===== src/dcache_defs.svh =====
`ifndef DCACHE_DEFS_SVH
`define DCACHE_DEFS_SVH

// address split
`define DC_XLEN          32
`define DC_BO            3     // byte offset inside a line
`define DC_IDX_BITS      5
`define DC_TAG_BITS      24    // XLEN - IDX_BITS - BO

// line array
`define DC_BLOCK_BITS    64
`define DC_N_LINES       32

// miss table
`define DC_N_MSHR        4

// memory port tag, zero means no tag
`define DC_MEM_TAG_BITS  4

`endif


===== src/dcache_pkg.sv =====
`default_nettype none
`include "dcache_defs.svh"

package dcache_pkg;

    typedef enum logic [1:0] {READY, WAIT_MSHR, WAIT} dc_state_t;
    typedef enum logic {MEM_READ, MEM_WRITE} mem_op_t;
    typedef enum logic [1:0] {BYTE, HALF, WORD} mem_size_t;
    typedef enum logic [1:0] {BUS_NONE, BUS_LOAD, BUS_STORE} bus_cmd_t;

    typedef logic [`DC_XLEN-1:0]        addr_t;
    typedef logic [`DC_XLEN-`DC_BO-1:0] line_addr_t;  // address without its offset
    typedef logic [`DC_BLOCK_BITS-1:0]  block_t;
    typedef logic [`DC_MEM_TAG_BITS-1:0] mem_tag_t;

    // zero-extended lane of a block
    function automatic logic [31:0] lane_extract(block_t blk, mem_size_t size,
                                                 logic [`DC_BO-1:0] off);
        logic [31:0] lane;
        lane = '0;
        case (size)
            BYTE: lane[7:0]  = blk[{off, 3'b000} +: 8];
            HALF: lane[15:0] = blk[{off[2:1], 4'b0000} +: 16];  // half ignores offset bit 0
            WORD: lane       = blk[{off[2], 5'b00000} +: 32];
            default: lane = '0;
        endcase
        return lane;
    endfunction

    // write a store lane into a block
    function automatic block_t lane_merge(block_t blk, mem_size_t size,
                                          logic [`DC_BO-1:0] off, logic [31:0] wdata);
        block_t res;
        res = blk;
        case (size)
            BYTE: res[{off, 3'b000} +: 8]         = wdata[7:0];
            HALF: res[{off[2:1], 4'b0000} +: 16]  = wdata[15:0];
            WORD: res[{off[2], 5'b00000} +: 32]   = wdata;
            default: res = blk;
        endcase
        return res;
    endfunction

endpackage

`default_nettype wire


===== src/dcache_ifs.sv =====
`timescale 1ns/1ps
`default_nettype none

// request lookup into the line array
interface lookup_if;
    import dcache_pkg::*;

    logic        commit;     // request finishes this cycle
    mem_op_t     op;
    mem_size_t   size;
    addr_t       addr;
    logic [31:0] wdata;
    logic        hit;
    block_t      hit_block;

    modport ctrl_mp  (output commit, op, size, addr, wdata, input hit, hit_block);
    modport lines_mp (input commit, op, size, addr, wdata, output hit, hit_block);
endinterface

// line install from the miss table, one cycle
interface fill_if;
    import dcache_pkg::*;

    logic       valid;
    line_addr_t line_addr;
    block_t     block;

    modport mshr_mp  (output valid, line_addr, block);
    modport lines_mp (input valid, line_addr, block);
    modport ctrl_mp  (input valid, line_addr, block);
endinterface


`default_nettype wire


===== src/dcache_ctrl.sv =====
`timescale 1ns/1ps
`default_nettype none
`include "dcache_defs.svh"

module dcache_ctrl (
    input  logic                  clock,
    input  logic                  reset,
    input  logic                  req_valid,
    input  dcache_pkg::mem_op_t   req_op,
    input  dcache_pkg::mem_size_t req_size,
    input  dcache_pkg::addr_t     req_addr,
    input  logic [31:0]           req_wdata,
    lookup_if.ctrl_mp             lk,
    fill_if.ctrl_mp               fill,
    input  logic                  fwd_hit,
    input  logic                  has_free,
    output logic                  alloc,
    output logic                  take_fwd,
    output dcache_pkg::addr_t     miss_addr,
    output logic                  stall,
    output logic                  resp_valid,
    output logic [31:0]           resp_data
);
    import dcache_pkg::*;

    dc_state_t   state, next_state;
    mem_op_t     held_op;
    mem_size_t   held_size;
    addr_t       held_addr;
    logic [31:0] held_wdata;
    logic        in_ready;
    logic        act_valid;
    logic        finish;
    block_t      src_block;   // line the request finishes on
    block_t      res_block;

    assign in_ready  = (state == READY);
    assign act_valid = in_ready ? req_valid : 1'b1;  // held request is always live

    assign lk.op     = in_ready ? req_op    : held_op;
    assign lk.size   = in_ready ? req_size  : held_size;
    assign lk.addr   = in_ready ? req_addr  : held_addr;
    assign lk.wdata  = in_ready ? req_wdata : held_wdata;
    assign lk.commit = finish;
    assign miss_addr = lk.addr;
    assign stall     = !in_ready;

    always_comb begin
        next_state = state;
        finish     = 1'b0;
        alloc      = 1'b0;
        take_fwd   = 1'b0;
        src_block  = lk.hit_block;
        case (state)
            READY, WAIT_MSHR: begin
                if (act_valid) begin
                    if (lk.hit) begin
                        finish     = 1'b1;
                        next_state = READY;
                    end else if (has_free && fwd_hit) begin
                        take_fwd   = 1'b1;  // line comes back from a waiting write-back
                        finish     = 1'b1;
                        src_block  = fill.block;
                        next_state = READY;
                    end else if (has_free) begin
                        alloc      = 1'b1;
                        next_state = WAIT;
                    end else begin
                        next_state = WAIT_MSHR;
                    end
                end
            end
            WAIT: begin
                if (fill.valid && fill.line_addr == held_addr[`DC_XLEN-1:`DC_BO]) begin
                    finish     = 1'b1;
                    src_block  = fill.block;
                    next_state = READY;
                end
            end
            default: next_state = READY;
        endcase
    end

    // stores report the merged lane
    assign res_block = (lk.op == MEM_WRITE) ?
                       lane_merge(src_block, lk.size, lk.addr[`DC_BO-1:0], lk.wdata) : src_block;

    always_ff @(posedge clock) begin
        if (reset) begin
            state      <= READY;
            resp_valid <= 1'b0;
        end else begin
            state      <= next_state;
            resp_valid <= finish;
        end
    end

    always_ff @(posedge clock) begin
        if (in_ready && req_valid) begin
            held_op    <= req_op;
            held_size  <= req_size;
            held_addr  <= req_addr;
            held_wdata <= req_wdata;
        end
        resp_data <= lane_extract(res_block, lk.size, lk.addr[`DC_BO-1:0]);
    end

endmodule

`default_nettype wire


===== src/flat_wrapper.sv =====
// flat-port wrapper written by rule: the top's interface ports become plain ports
module dcache_ctrl_flat import dcache_pkg::*;
  (clock, reset, req_valid, req_op, req_size, req_addr, req_wdata, fwd_hit, has_free, alloc, take_fwd, miss_addr, stall, resp_valid, resp_data, lk_commit, lk_op, lk_size, lk_addr, lk_wdata, lk_hit, lk_hit_block, fill_valid, fill_line_addr, fill_block);
  lookup_if lk_i ();
  fill_if fill_i ();
  input  logic clock;
  input  logic reset;
  input  logic req_valid;
  input  dcache_pkg::mem_op_t req_op;
  input  dcache_pkg::mem_size_t req_size;
  input  dcache_pkg::addr_t req_addr;
  input  logic [31:0] req_wdata;
  input  logic fwd_hit;
  input  logic has_free;
  output logic alloc;
  output logic take_fwd;
  output dcache_pkg::addr_t miss_addr;
  output logic stall;
  output logic resp_valid;
  output logic [31:0] resp_data;
  output wire logic [$bits(lk_i.commit)-1:0] lk_commit;
  output wire logic [$bits(lk_i.op)-1:0] lk_op;
  output wire logic [$bits(lk_i.size)-1:0] lk_size;
  output wire logic [$bits(lk_i.addr)-1:0] lk_addr;
  output wire logic [$bits(lk_i.wdata)-1:0] lk_wdata;
  input wire logic [$bits(lk_i.hit)-1:0] lk_hit;
  input wire logic [$bits(lk_i.hit_block)-1:0] lk_hit_block;
  input wire logic [$bits(fill_i.valid)-1:0] fill_valid;
  input wire logic [$bits(fill_i.line_addr)-1:0] fill_line_addr;
  input wire logic [$bits(fill_i.block)-1:0] fill_block;
  assign lk_commit = lk_i.commit;
  assign lk_op = lk_i.op;
  assign lk_size = lk_i.size;
  assign lk_addr = lk_i.addr;
  assign lk_wdata = lk_i.wdata;
  assign lk_i.hit = lk_hit;
  assign lk_i.hit_block = lk_hit_block;
  assign fill_i.valid = fill_valid;
  assign fill_i.line_addr = fill_line_addr;
  assign fill_i.block = fill_block;
  dcache_ctrl u_core (.clock(clock), .reset(reset), .req_valid(req_valid), .req_op(req_op), .req_size(req_size), .req_addr(req_addr), .req_wdata(req_wdata), .lk(lk_i), .fill(fill_i), .fwd_hit(fwd_hit), .has_free(has_free), .alloc(alloc), .take_fwd(take_fwd), .miss_addr(miss_addr), .stall(stall), .resp_valid(resp_valid), .resp_data(resp_data));
endmodule

===== config.mk =====
export PLATFORM = sky130hd
export DESIGN_NAME = dcache_ctrl_flat
export DESIGN_NICKNAME = d
export VERILOG_FILES = /design/src/dcache_pkg.sv /design/src/dcache_ifs.sv /design/src/dcache_ctrl.sv /design/src/flat_wrapper.sv
export VERILOG_INCLUDE_DIRS = /design/src
export SDC_FILE = /design/constraint.sdc
export NUM_CORES = 1
export LEC_CHECK = 0
export BUFFER_PORTS_ARGS = -buffer_cell sky130_fd_sc_hd__buf_2
export CAP_MARGIN = 20
export CORE_AREA = 3 3 130 164
export DETAILED_ROUTE_END_ITERATION = 10
export DIE_AREA = 0 0 133 167
export PLACE_DENSITY = 0.78
export SLEW_MARGIN = 20
export SYNTH_ARGS = -nofsm -noshare
export SYNTH_HDL_FRONTEND = slang
export SYNTH_SLANG_ARGS = --single-unit

===== constraint.sdc =====
create_clock -name clock -period 9.9 [get_ports clock]
set_input_delay 0.495 -clock clock [delete_from_list [all_inputs] [get_ports clock]]
set_output_delay 0.495 -clock clock [all_outputs]
set_load 0.005 [all_outputs]

==> metrics.txt <==
routability cong.=roughly 1.1; post-synthesis xor/xnor area fraction=0.0186; Reg-to-Reg Start=u_core.state[1]; sequential area share after synthesis=0.274; Synth Area in Adders=0.0139; number of distinct library cells after synthesis=between 90 and 100; Hold Buf Count CTS=0; GRT Overall Usage=0.429; hold endpoint=u_core.held_wdata[24]; fmax=~170 MHz; Switching Fraction=0.422; detailed-route wire length per cell=approximately 27 um; fill count=1854; CTS tree=yes; CTS Sinks=between 100 and 150; most common library cell in the layout ignoring fill and taps=buf_2; first-pass GRT wire length=about 72000 um; leakage=around 5.2 nW; via count=approximately 12000; critical path arrival=just over 6000 ps; post-synthesis mux area share=0.0881; clk buf depth=2; peak fanout along the critical path=37; drt drc=0; synth warn=0; crit share post-route=0.594; fin nets=1791; RSZ-0062 raised after global routing=no; largest family of logic cells by synthesized area=compound AO/OA/AOI/OAI gates; status=complete, no violations; DIE AREA=around 0.022 mm^2; commonest cells after routing, fill and taps aside=366 x buf_2, 208 x nand2_1, 100 x o21ai_0; Iter 0 DRT Violations=1888; total CTS buffers=9; vias per cell=roughly 6.7; simple-gate share of the synthesized area=0.214; Int Pwr=between 800 and 900 uW; Post-Synthesis Cells=between 1000 and 1500; drt first pass iters=7; share of cells above drive strength 1=0.296; max_slew headroom=0.196; final-report max-slew violation count=0; vias in the first global route=roughly 12000; P&R area growth vs syn=20.1%; clock power share=0.239; initial cell density of the core=0.495; antenna viol nets, final=0; Cell Pwr Density=between 100 and 150 mW/mm^2; Avg Cell Area, Syn=between 7 and 8 um^2; pin count of the biggest net entering global routing=approximately 70; Setup Crit Path Kind=flop to flop; ys flop type=edfxtp_1; Synth Net Count=roughly 1500; Netlist Area Pre-Place=between 0.009 and 0.01 mm^2; reg2reg end=u_core.resp_data[7]; number of synthesized flops with an enable pin=67; FF+latch count, synth=around 100; final hold viol count=0; # resized after CTS=0; # rows=58; Worst Path Required=10150 ps; asr flop ratio synth=0; htree depth=3; Die Y=approximately 170 um; Slew @ Worst Pin=1200 ps; final WL=roughly 50000 um; Final Util=0.595; gr ovfl total=0; die width=133 um; initial antenna violation count=2; Psw=~650 uW; core area=0.0200 mm^2; final setup fails=0; min Tclk post-route=between 5000 and 6000 ps; R2R setup slack=between 4000 and 5000 ps; Hold Crit Start=req_wdata[24]; compound-gate portion of the synthesized area=0.306; Comb power frac=0.431; critical path launch point type=flop; Port Buffers=366; I/O pin total=roughly 370; setup TNS=0 ps; Worst VDD drop=84.9 uV; clk_lat worst skew=roughly 370 ps; WHS Path Cells=1; sequential share of power=0.330; Clock Pin Slew Worst Setup and Hold Paths=roughly 90 ps; Max Cap Violations=0; Worst Setup End Kind=flop; dpl hpwl=37700 um; Root Driver=clkbuf_16; Tightest Hold Check Type=input port to flop; Setup Buffers After CTS=0; R2R depth=17; Clock Skews=roughly 14 ps
cell type report:
cell class	count	area, um^2	share of cell area
Tap cell	270	338	0.0285
Inverter	52	195	0.0164
Clock inverter	7	67.6	0.00569
Multi-Input combinational cell	997	6340	0.534
Sequential cell	102	2710	0.228
Timing Repair Buffer	387	1990	0.168
Antenna cell	1	2.50	0.000211
Clock buffer	9	225	0.0190
synthesized netlist by cell type (10+ instances only):
cell type	count	area [um^2]
o22ai_1	43	269
xnor2_1	21	184
o21a_1	11	82.6
o21ai_0	101	505
nor3_1	24	120
nand2b_1	18	113
inv_1	44	165
nor2_1	60	225
a221oi_1	21	184
ha_1	11	138
nand2_1	208	781
nand4_1	17	106
dfxtp_1	35	701
buf_4	41	308
nor3b_1	15	113
a31oi_1	21	131
edfxtp_1	67	2010
nand3_1	31	155
buf_2	10	50.1
a21oi_1	83	415
a211oi_1	18	135
clkbuf_1	61	229
a32oi_1	16	140
o211ai_1	15	113
mux2i_1	64	641
mux2_2	17	191
o21ai_1	12	60.1
power by group through the flow:
stage	registers (mW)	logic, mW	clock network, mW
after floorplan	0.517	0.376	0
after global placement	0.519	0.633	0
after detailed placement	0.519	0.634	0
after CTS	0.510	0.637	0.372
after global routing	0.514	0.696	0.387
final	0.511	0.667	0.370
worst max path at each step:
stage	startpoint	end	slack (ps)	depth (start not counted)
global route	u_core.state[1]	u_core.resp_data[7]	4030	17
global placement	u_core.state[1]	u_core.resp_data[7]	4580	17
floorplan	u_core.state[1]	u_core.resp_data[4]	5410	20
finish	u_core.state[1]	u_core.resp_data[7]	4020	17
CTS	u_core.state[1]	u_core.resp_data[7]	4490	17
detailed placement	u_core.state[1]	u_core.resp_data[7]	4480	17
worst max-delay path, cell delays in order, from the launching register on:
cell and delay, ps:
dfxtp_1 300, buf_4 210, nor2_4 120, buf_4 450
mux2i_1 390, inv_1 140, ha_1 420, inv_1 350
a31o_1 200, buf_4 390, nand2_1 630, a2111oi_2 920
a211o_1 180, o211ai_1 90, o22ai_1 400, mux2i_1 150
a211oi_1 250, o22ai_1 120
registers in the layout, summed over array words and instances (netlist names):
signal	flops
u_core.held_addr	32
u_core.held_op	1
u_core.held_size	2
u_core.held_wdata	32
u_core.resp_valid	1
u_core.state	2
u_core.resp_data	32
cells by family (layout without fill, tap and decap cells):
family,count (synthesis),count (layout)
buffers and inverters,175,455
adder cells (fa/ha/maj),11,11
other,0,1
AND/OR/NAND/NOR,434,434
multiplexers,84,84
flip-flops,102,102
XOR/XNOR,21,21
AO/OA/AOI/OAI,447,447
per-stage QoR:
step / power (mW) / std cells / instance area (um^2) / hold WS, ps / worst slack (ps)
2_1_floorplan: 0.893 / 1274 / 9890 / 567 / 5410
3_3_place_gp: 1.15 / 1808 / 11600 / 687 / 4580
3_5_place_dp: 1.15 / 1808 / 11600 / 688 / 4480
4_1_cts: 1.52 / 1824 / 11900 / 305 / 4490
5_1_grt: 1.60 / 1825 / 11900 / 306 / 4030
6_report: 1.55 / 1825 / 11900 / 304 / 4020
per-layer routing:
layer / share of wire / wire (um) / track usage
met5: 0.00024 / 12 / 0
met4: 0.094 / 4730 / 0.317
met3: 0.11 / 5580 / 0.0909
met2: 0.45 / 22600 / 0.695
met1: 0.34 / 17100 / 0.496
No activity file was read; power rests on OpenSTA's default activity.
