[src/dcache_defs.svh]
`ifndef DCACHE_DEFS_SVH
`define DCACHE_DEFS_SVH

// address split
`define DC_XLEN          32
`define DC_BO            3     // byte offset inside a line
`define DC_IDX_BITS      5
`define DC_TAG_BITS      24    // XLEN - IDX_BITS - BO

// line array
`define DC_BLOCK_BITS    64
`define DC_N_LINES       32

// miss table
`define DC_N_MSHR        4

// memory port tag, zero means no tag
`define DC_MEM_TAG_BITS  4

`endif

[src/dcache_pkg.sv]
`default_nettype none
`include "dcache_defs.svh"

package dcache_pkg;

    typedef enum logic [1:0] {READY, WAIT_MSHR, WAIT} dc_state_t;
    typedef enum logic {MEM_READ, MEM_WRITE} mem_op_t;
    typedef enum logic [1:0] {BYTE, HALF, WORD} mem_size_t;
    typedef enum logic [1:0] {BUS_NONE, BUS_LOAD, BUS_STORE} bus_cmd_t;

    typedef logic [`DC_XLEN-1:0]        addr_t;
    typedef logic [`DC_XLEN-`DC_BO-1:0] line_addr_t;  // address without its offset
    typedef logic [`DC_BLOCK_BITS-1:0]  block_t;
    typedef logic [`DC_MEM_TAG_BITS-1:0] mem_tag_t;

    // zero-extended lane of a block
    function automatic logic [31:0] lane_extract(block_t blk, mem_size_t size,
                                                 logic [`DC_BO-1:0] off);
        logic [31:0] lane;
        lane = '0;
        case (size)
            BYTE: lane[7:0]  = blk[{off, 3'b000} +: 8];
            HALF: lane[15:0] = blk[{off[2:1], 4'b0000} +: 16];  // half ignores offset bit 0
            WORD: lane       = blk[{off[2], 5'b00000} +: 32];
            default: lane = '0;
        endcase
        return lane;
    endfunction

    // write a store lane into a block
    function automatic block_t lane_merge(block_t blk, mem_size_t size,
                                          logic [`DC_BO-1:0] off, logic [31:0] wdata);
        block_t res;
        res = blk;
        case (size)
            BYTE: res[{off, 3'b000} +: 8]         = wdata[7:0];
            HALF: res[{off[2:1], 4'b0000} +: 16]  = wdata[15:0];
            WORD: res[{off[2], 5'b00000} +: 32]   = wdata;
            default: res = blk;
        endcase
        return res;
    endfunction

endpackage

`default_nettype wire

[src/dcache_ifs.sv]
`timescale 1ns/1ps
`default_nettype none


// line install from the miss table, one cycle
interface fill_if;
    import dcache_pkg::*;

    logic       valid;
    line_addr_t line_addr;
    block_t     block;

    modport mshr_mp  (output valid, line_addr, block);
    modport lines_mp (input valid, line_addr, block);
    modport ctrl_mp  (input valid, line_addr, block);
endinterface

// dirty victim leaving the line array
interface evict_if;
    import dcache_pkg::*;

    logic       valid;
    line_addr_t line_addr;
    block_t     block;

    modport lines_mp (output valid, line_addr, block);
    modport mshr_mp  (input valid, line_addr, block);
endinterface

`default_nettype wire

[src/dcache_mshr.sv]
`timescale 1ns/1ps
`default_nettype none
`include "dcache_defs.svh"

module dcache_mshr (
    input  logic                  clock,
    input  logic                  reset,
    input  logic                  alloc,
    input  logic                  take_fwd,
    input  dcache_pkg::addr_t     miss_addr,
    output logic                  fwd_hit,
    output logic                  has_free,
    fill_if.mshr_mp               fill,
    evict_if.mshr_mp              evict,
    output dcache_pkg::bus_cmd_t  mem_command,
    output dcache_pkg::addr_t     mem_addr,
    output dcache_pkg::block_t    mem_data,
    input  dcache_pkg::mem_tag_t  mem_response,
    input  dcache_pkg::mem_tag_t  mem_tag,
    input  dcache_pkg::block_t    mem_rdata
);
    import dcache_pkg::*;

    localparam int IW = $clog2(`DC_N_MSHR);

    logic [`DC_N_MSHR-1:0] valid_q, valid_n;
    mem_op_t               op_q    [`DC_N_MSHR];
    mem_op_t               op_n    [`DC_N_MSHR];
    mem_tag_t              tag_q   [`DC_N_MSHR];   // zero while not yet issued
    mem_tag_t              tag_n   [`DC_N_MSHR];
    line_addr_t            line_q  [`DC_N_MSHR];
    line_addr_t            line_n  [`DC_N_MSHR];
    block_t                block_q [`DC_N_MSHR];
    block_t                block_n [`DC_N_MSHR];

    logic [IW-1:0] iss_idx, rsp_idx, fwd_idx;
    logic          iss_any, rsp_hit;

    always_comb begin
        logic          wr_found;
        logic [IW-1:0] wr_idx;
        wr_found = 1'b0;
        wr_idx   = '0;
        iss_any  = 1'b0;
        iss_idx  = '0;
        rsp_hit  = 1'b0;
        rsp_idx  = '0;
        fwd_hit  = 1'b0;
        fwd_idx  = '0;
        for (int i = `DC_N_MSHR-1; i >= 0; i--) begin  // descending so lowest index wins
            if (valid_q[i] && tag_q[i] == '0) begin
                iss_any = 1'b1;
                iss_idx = IW'(i);
                if (op_q[i] == MEM_WRITE) begin
                    wr_found = 1'b1;
                    wr_idx   = IW'(i);
                end
            end
            if (valid_q[i] && op_q[i] == MEM_READ && mem_tag != '0 && tag_q[i] == mem_tag) begin
                rsp_hit = 1'b1;
                rsp_idx = IW'(i);
            end
            if (valid_q[i] && op_q[i] == MEM_WRITE
                && line_q[i] == miss_addr[`DC_XLEN-1:`DC_BO]) begin
                fwd_hit = 1'b1;
                fwd_idx = IW'(i);
            end
        end
        if (wr_found) iss_idx = wr_idx;  // stores go out first
    end

    assign has_free    = !(&valid_q);
    assign mem_command = !iss_any ? BUS_NONE :
                         (op_q[iss_idx] == MEM_WRITE) ? BUS_STORE : BUS_LOAD;
    assign mem_addr    = {line_q[iss_idx], {`DC_BO{1'b0}}};
    assign mem_data    = block_q[iss_idx];

    // memory data wins, the forward case only happens with no read in flight
    assign fill.valid     = rsp_hit || take_fwd;
    assign fill.line_addr = rsp_hit ? line_q[rsp_idx] : line_q[fwd_idx];
    assign fill.block     = rsp_hit ? mem_rdata : block_q[fwd_idx];

    always_comb begin
        logic          found;
        logic [IW-1:0] slot;
        valid_n = valid_q;
        op_n    = op_q;
        tag_n   = tag_q;
        line_n  = line_q;
        block_n = block_q;
        if (iss_any && mem_response != '0) begin
            if (op_q[iss_idx] == MEM_WRITE) valid_n[iss_idx] = 1'b0;  // store done once accepted
            else tag_n[iss_idx] = mem_response;
        end
        if (rsp_hit) valid_n[rsp_idx] = 1'b0;
        found = 1'b0;
        slot  = '0;
        for (int i = `DC_N_MSHR-1; i >= 0; i--) begin
            if (!valid_n[i]) begin
                found = 1'b1;
                slot  = IW'(i);
            end
        end
        if (alloc && found) begin
            valid_n[slot] = 1'b1;
            op_n[slot]    = MEM_READ;
            tag_n[slot]   = '0;
            line_n[slot]  = miss_addr[`DC_XLEN-1:`DC_BO];
        end
        if (evict.valid) begin
            found = 1'b0;
            for (int i = `DC_N_MSHR-1; i >= 0; i--) begin
                if (!valid_n[i]) begin
                    found = 1'b1;
                    slot  = IW'(i);
                end
            end
            // a waiting write-back of the same line just takes the newer data
            for (int i = `DC_N_MSHR-1; i >= 0; i--) begin
                if (valid_n[i] && op_n[i] == MEM_WRITE && line_n[i] == evict.line_addr) begin
                    found = 1'b1;
                    slot  = IW'(i);
                end
            end
            if (found) begin
                valid_n[slot] = 1'b1;
                op_n[slot]    = MEM_WRITE;
                tag_n[slot]   = '0;
                line_n[slot]  = evict.line_addr;
                block_n[slot] = evict.block;
            end
        end
    end

    always_ff @(posedge clock) begin
        if (reset) valid_q <= '0;
        else       valid_q <= valid_n;
    end

    always_ff @(posedge clock) begin
        op_q    <= op_n;
        tag_q   <= tag_n;
        line_q  <= line_n;
        block_q <= block_n;
    end

endmodule

`default_nettype wire

[src/flat_wrapper.sv]
// flat-port wrapper written by rule: the top's interface ports become plain ports
module dcache_mshr_flat import dcache_pkg::*;
  (clock, reset, alloc, take_fwd, miss_addr, fwd_hit, has_free, mem_command, mem_addr, mem_data, mem_response, mem_tag, mem_rdata, fill_valid, fill_line_addr, fill_block, evict_valid, evict_line_addr, evict_block);
  fill_if fill_i ();
  evict_if evict_i ();
  input  logic clock;
  input  logic reset;
  input  logic alloc;
  input  logic take_fwd;
  input  dcache_pkg::addr_t miss_addr;
  output logic fwd_hit;
  output logic has_free;
  output dcache_pkg::bus_cmd_t mem_command;
  output dcache_pkg::addr_t mem_addr;
  output dcache_pkg::block_t mem_data;
  input  dcache_pkg::mem_tag_t mem_response;
  input  dcache_pkg::mem_tag_t mem_tag;
  input  dcache_pkg::block_t mem_rdata;
  output wire logic [$bits(fill_i.valid)-1:0] fill_valid;
  output wire logic [$bits(fill_i.line_addr)-1:0] fill_line_addr;
  output wire logic [$bits(fill_i.block)-1:0] fill_block;
  input wire logic [$bits(evict_i.valid)-1:0] evict_valid;
  input wire logic [$bits(evict_i.line_addr)-1:0] evict_line_addr;
  input wire logic [$bits(evict_i.block)-1:0] evict_block;
  assign fill_valid = fill_i.valid;
  assign fill_line_addr = fill_i.line_addr;
  assign fill_block = fill_i.block;
  assign evict_i.valid = evict_valid;
  assign evict_i.line_addr = evict_line_addr;
  assign evict_i.block = evict_block;
  dcache_mshr u_core (.clock(clock), .reset(reset), .alloc(alloc), .take_fwd(take_fwd), .miss_addr(miss_addr), .fwd_hit(fwd_hit), .has_free(has_free), .fill(fill_i), .evict(evict_i), .mem_command(mem_command), .mem_addr(mem_addr), .mem_data(mem_data), .mem_response(mem_response), .mem_tag(mem_tag), .mem_rdata(mem_rdata));
endmodule
[config.mk]
export PLATFORM = sky130hd
export DESIGN_NAME = dcache_mshr_flat
export DESIGN_NICKNAME = d
export VERILOG_FILES = /design/src/dcache_pkg.sv /design/src/dcache_ifs.sv /design/src/dcache_mshr.sv /design/src/flat_wrapper.sv
export VERILOG_INCLUDE_DIRS = /design/src
export SDC_FILE = /design/constraint.sdc
export NUM_CORES = 1
export LEC_CHECK = 0
export ABC_AREA = 1
export BUFFER_PORTS_ARGS = -buffer_cell sky130_fd_sc_hd__buf_2
export CAP_MARGIN = 20
export CORE_UTILIZATION = 50
export CTS_CLUSTER_SIZE = 8
export DETAILED_ROUTE_END_ITERATION = 7
export PLACE_DENSITY = 0.71
export SLEW_MARGIN = 10
export SYNTH_ARGS = -nofsm -noshare
export SYNTH_HDL_FRONTEND = slang
export SYNTH_SLANG_ARGS = --single-unit
[constraint.sdc]
create_clock -name clock -period 5.7 [get_ports clock]
set_clock_uncertainty 0.05 [all_clocks]
set_input_delay 0 -clock clock [delete_from_list [all_inputs] [get_ports clock]]
set_output_delay 0 -clock clock [all_outputs]
set_load 0.03 [all_outputs]
==> flow_summary.yaml <==
outcome:
  status: "finished clean"
synthesis:
  synth_top_cell_by_area: "edfxtp_1"
  synthDistinctLibCells: 56
  synth_top_flop_cell: "edfxtp_1"
  ys_seq_elements: 396
  synth-edff-count: 256
  netlist_top_cells_area: "edfxtp_1, nand2_1, dfxtp_1"
  seq_area_frac_synth_pct: 40.1
  async_reset_ff_share_pct: 0
  syn_avg_cell_area_sq_um: 6.92
  yosysWarnings: 0
  syn-instance-count: 3783
  syn_area_sq_mm: 0.0262
  synth_top_area_share_pct: 29.4
flow_run:
  maxCapViolations: 0
sta:
  finalSetupViolations: 0
  worst_slew_pin_slew_ns: 1.02
  fin_crit_sh_pct: 95.6
  fmax_mhz: 184
  hold_viol: 0
  maxSlewViolCount: 0
  grt_setup_unrepaired: "false"
  slew-limit-headroom_pct: 32.1
  period_minus_slack_ns: 5.45
  fin_setup_tns_ns: 0
  setup_ws_ns: 0.253
die:
  io_pins: 396
  die_width_um: 231
  core_area_sq_mm: 0.0515
  start_util_pct: 50.8
  die_h_um: 231
  die-area_sq_mm: 0.0533
  rows: 83
routing:
  wire_per_inst_um: 26.3
  totalWireLength_um: 130000
  ant_nets: 0
  vias: 30500
  post-route-drc-count: 0
  first_pass_iters: 8
  drtIter0Drc: 4587
  routed_via_density: 6.21
setup_path:
  cp_common_cell: "nand2_1"
  critical_path.startpoint_type: "register"
  r2r_setup_slack_ns: 0.27
  path_max_fanout: 33
  max_stage_delay_ns: 0.68
  required_ns: 5.65
  end_kind: "primary output"
  crit_buf_inv: 3
  critical_path_class: "register to primary output"
  cp_top_family: "simple AND/OR/NAND/NOR gates"
  critPathArrivalTime_ns: 5.40
  crit_chain: "nand2_1 > or3b_2 > nor3_1 > nor3b_1 > nand4_1 > nand2_1 > nor2_4 > inv_4 > buf_4 > a21oi_1 > o21ai_0 > nand2_1 > nand2_1 > o2111ai_1 > buf_2"
  crit_path_top_delay_cell: "nor3b_1"
cts:
  cts_tree: "yes"
  clock_path_buffers: 3
  htree_levels: 2
  clk_pin_slew_worst_paths_ns: 0.05
  cts_root_buf: "clkbuf_16"
  clock_latency_ns: 0.66
  clock_sinks: 396
  cts_buffers: 56
finish:
  final_cell_mix: "nand2_1, buf_2, inv_1"
  final_common_cell: "nand2_1"
  nets: 4408
  drive_gt1_share_pct: 14.0
  post-route-util_pct: 62.0
  syn2layout_area_growth_pct: 22.0
worst_hold_path:
  min_path_type: "primary input to register"
global_route:
  gr-total-overflow: 0
  grt_pass1_wl_um: 184000
  antenna_found_initial: 10
  grt_max_degree: 94
  track_usage_pct: 47.1
  grt_pass1_vias: 27900
power:
  vdd_ir_drop_max_uv: 631
  p_leak_nw: 14.7
  p_per_area_mw_per_mm2: 709
  finalPower_mw: 22.7
placement:
  place_ws_ns: 0.644
  gp_congestion: 1.14
  portBuffers: 389
  dp_hpwl_um: 91600
Yosys cell counts, types with 22 or more instances:
library cell	number
o2111ai_1	31
nor3_1	22
o22ai_1	33
a21oi_1	235
buf_2	45
nand2_1	1109
clkbuf_1	159
nand4_1	70
o21ai_0	351
nand3_1	264
a22oi_1	77
o221ai_1	26
a31oi_1	68
nor2_1	293
inv_1	385
edfxtp_1	256
dfxtp_1	140
repair_timing:
item | CTS | global route
setup endpoints to repair | 0 | 22
hold buffers | 151 | 0
hold endpoints to repair | 392 | 0
gates resized for setup | 0 | 10
setup buffers | 0 | 6
layer usage:
layer	global-route usage (%)	part of all wire [%]	vias to the layer above
met1	60.1	37	14000
met5	0	0.040	-
met4	29.4	7.3	8
li1	-	-	13700
met3	13.7	13	491
met2	69.8	42	2341
path summary, 6_finish.rpt:
check	start	cells after the start	to
min	evict_block[61]	2	u_core.block_q[189]$_DFFE_PP_
max reg2reg	u_core.valid_q[2]$_SDFF_PP0_	35	u_core.line_q[53]$_DFF_P_
min reg2reg	u_core.tag_q[6]$_DFF_P_	2	u_core.tag_q[6]$_DFF_P_
max	u_core.valid_q[0]$_SDFF_PP0_	15	fill_line_addr[24]
logic make-up (layout without fill, tap and decap cells):
group                  after synthesis  after routing  share of synthesized area (%)
AND/OR/NAND/NOR                   1833           1834                           29.5
AO/OA/AOI/OAI                      877            877                           19.6
buffers and inverters              653           1100                           10.1
flip-flops                         396            396                           40.1
XOR/XNOR                            23             23                          0.769
other                                1              9                         0.0143
final cells by class:
cell class | count | area, sq um
Multi-Input combinational cell | 2737 | 13100
Sequential cell | 396 | 10500
Tap cell | 680 | 851
Clock buffer | 81 | 1510
Inverter | 401 | 1510
Timing Repair Buffer | 614 | 4360
Antenna cell | 6 | 15.0
Fill cell | 4803 | 19600
Clock inverter | 4 | 95.1
per-stage QoR:
stage	instance area (sq um)	cells	hold slack (ns)
2_1_floorplan	26200	3785	0.0191
3_3_place_gp	28700	4668	0.162
3_5_place_dp	28700	4669	0.164
4_1_cts	31800	4905	0.0370
5_1_grt	31900	4915	0.0488
6_report	31900	4919	0.0538
power breakdown:
group	leakage [nW]	internal [mW]	total [mW]	switching, mW
registers	3.52	4.09	4.94	0.846
logic	10.4	3.82	14.6	10.8
clock network	0.764	1.81	3.14	1.34
sequential cells by signal, summed over array words and instances, names as in the netlist:
| signal | cells |
|---|---|
| u_core.line_q | 116 |
| u_core.block_q | 256 |
| u_core.op_q | 4 |
| u_core.tag_q | 16 |
| u_core.valid_q | 4 |
Power figures use the tool's default switching activity.
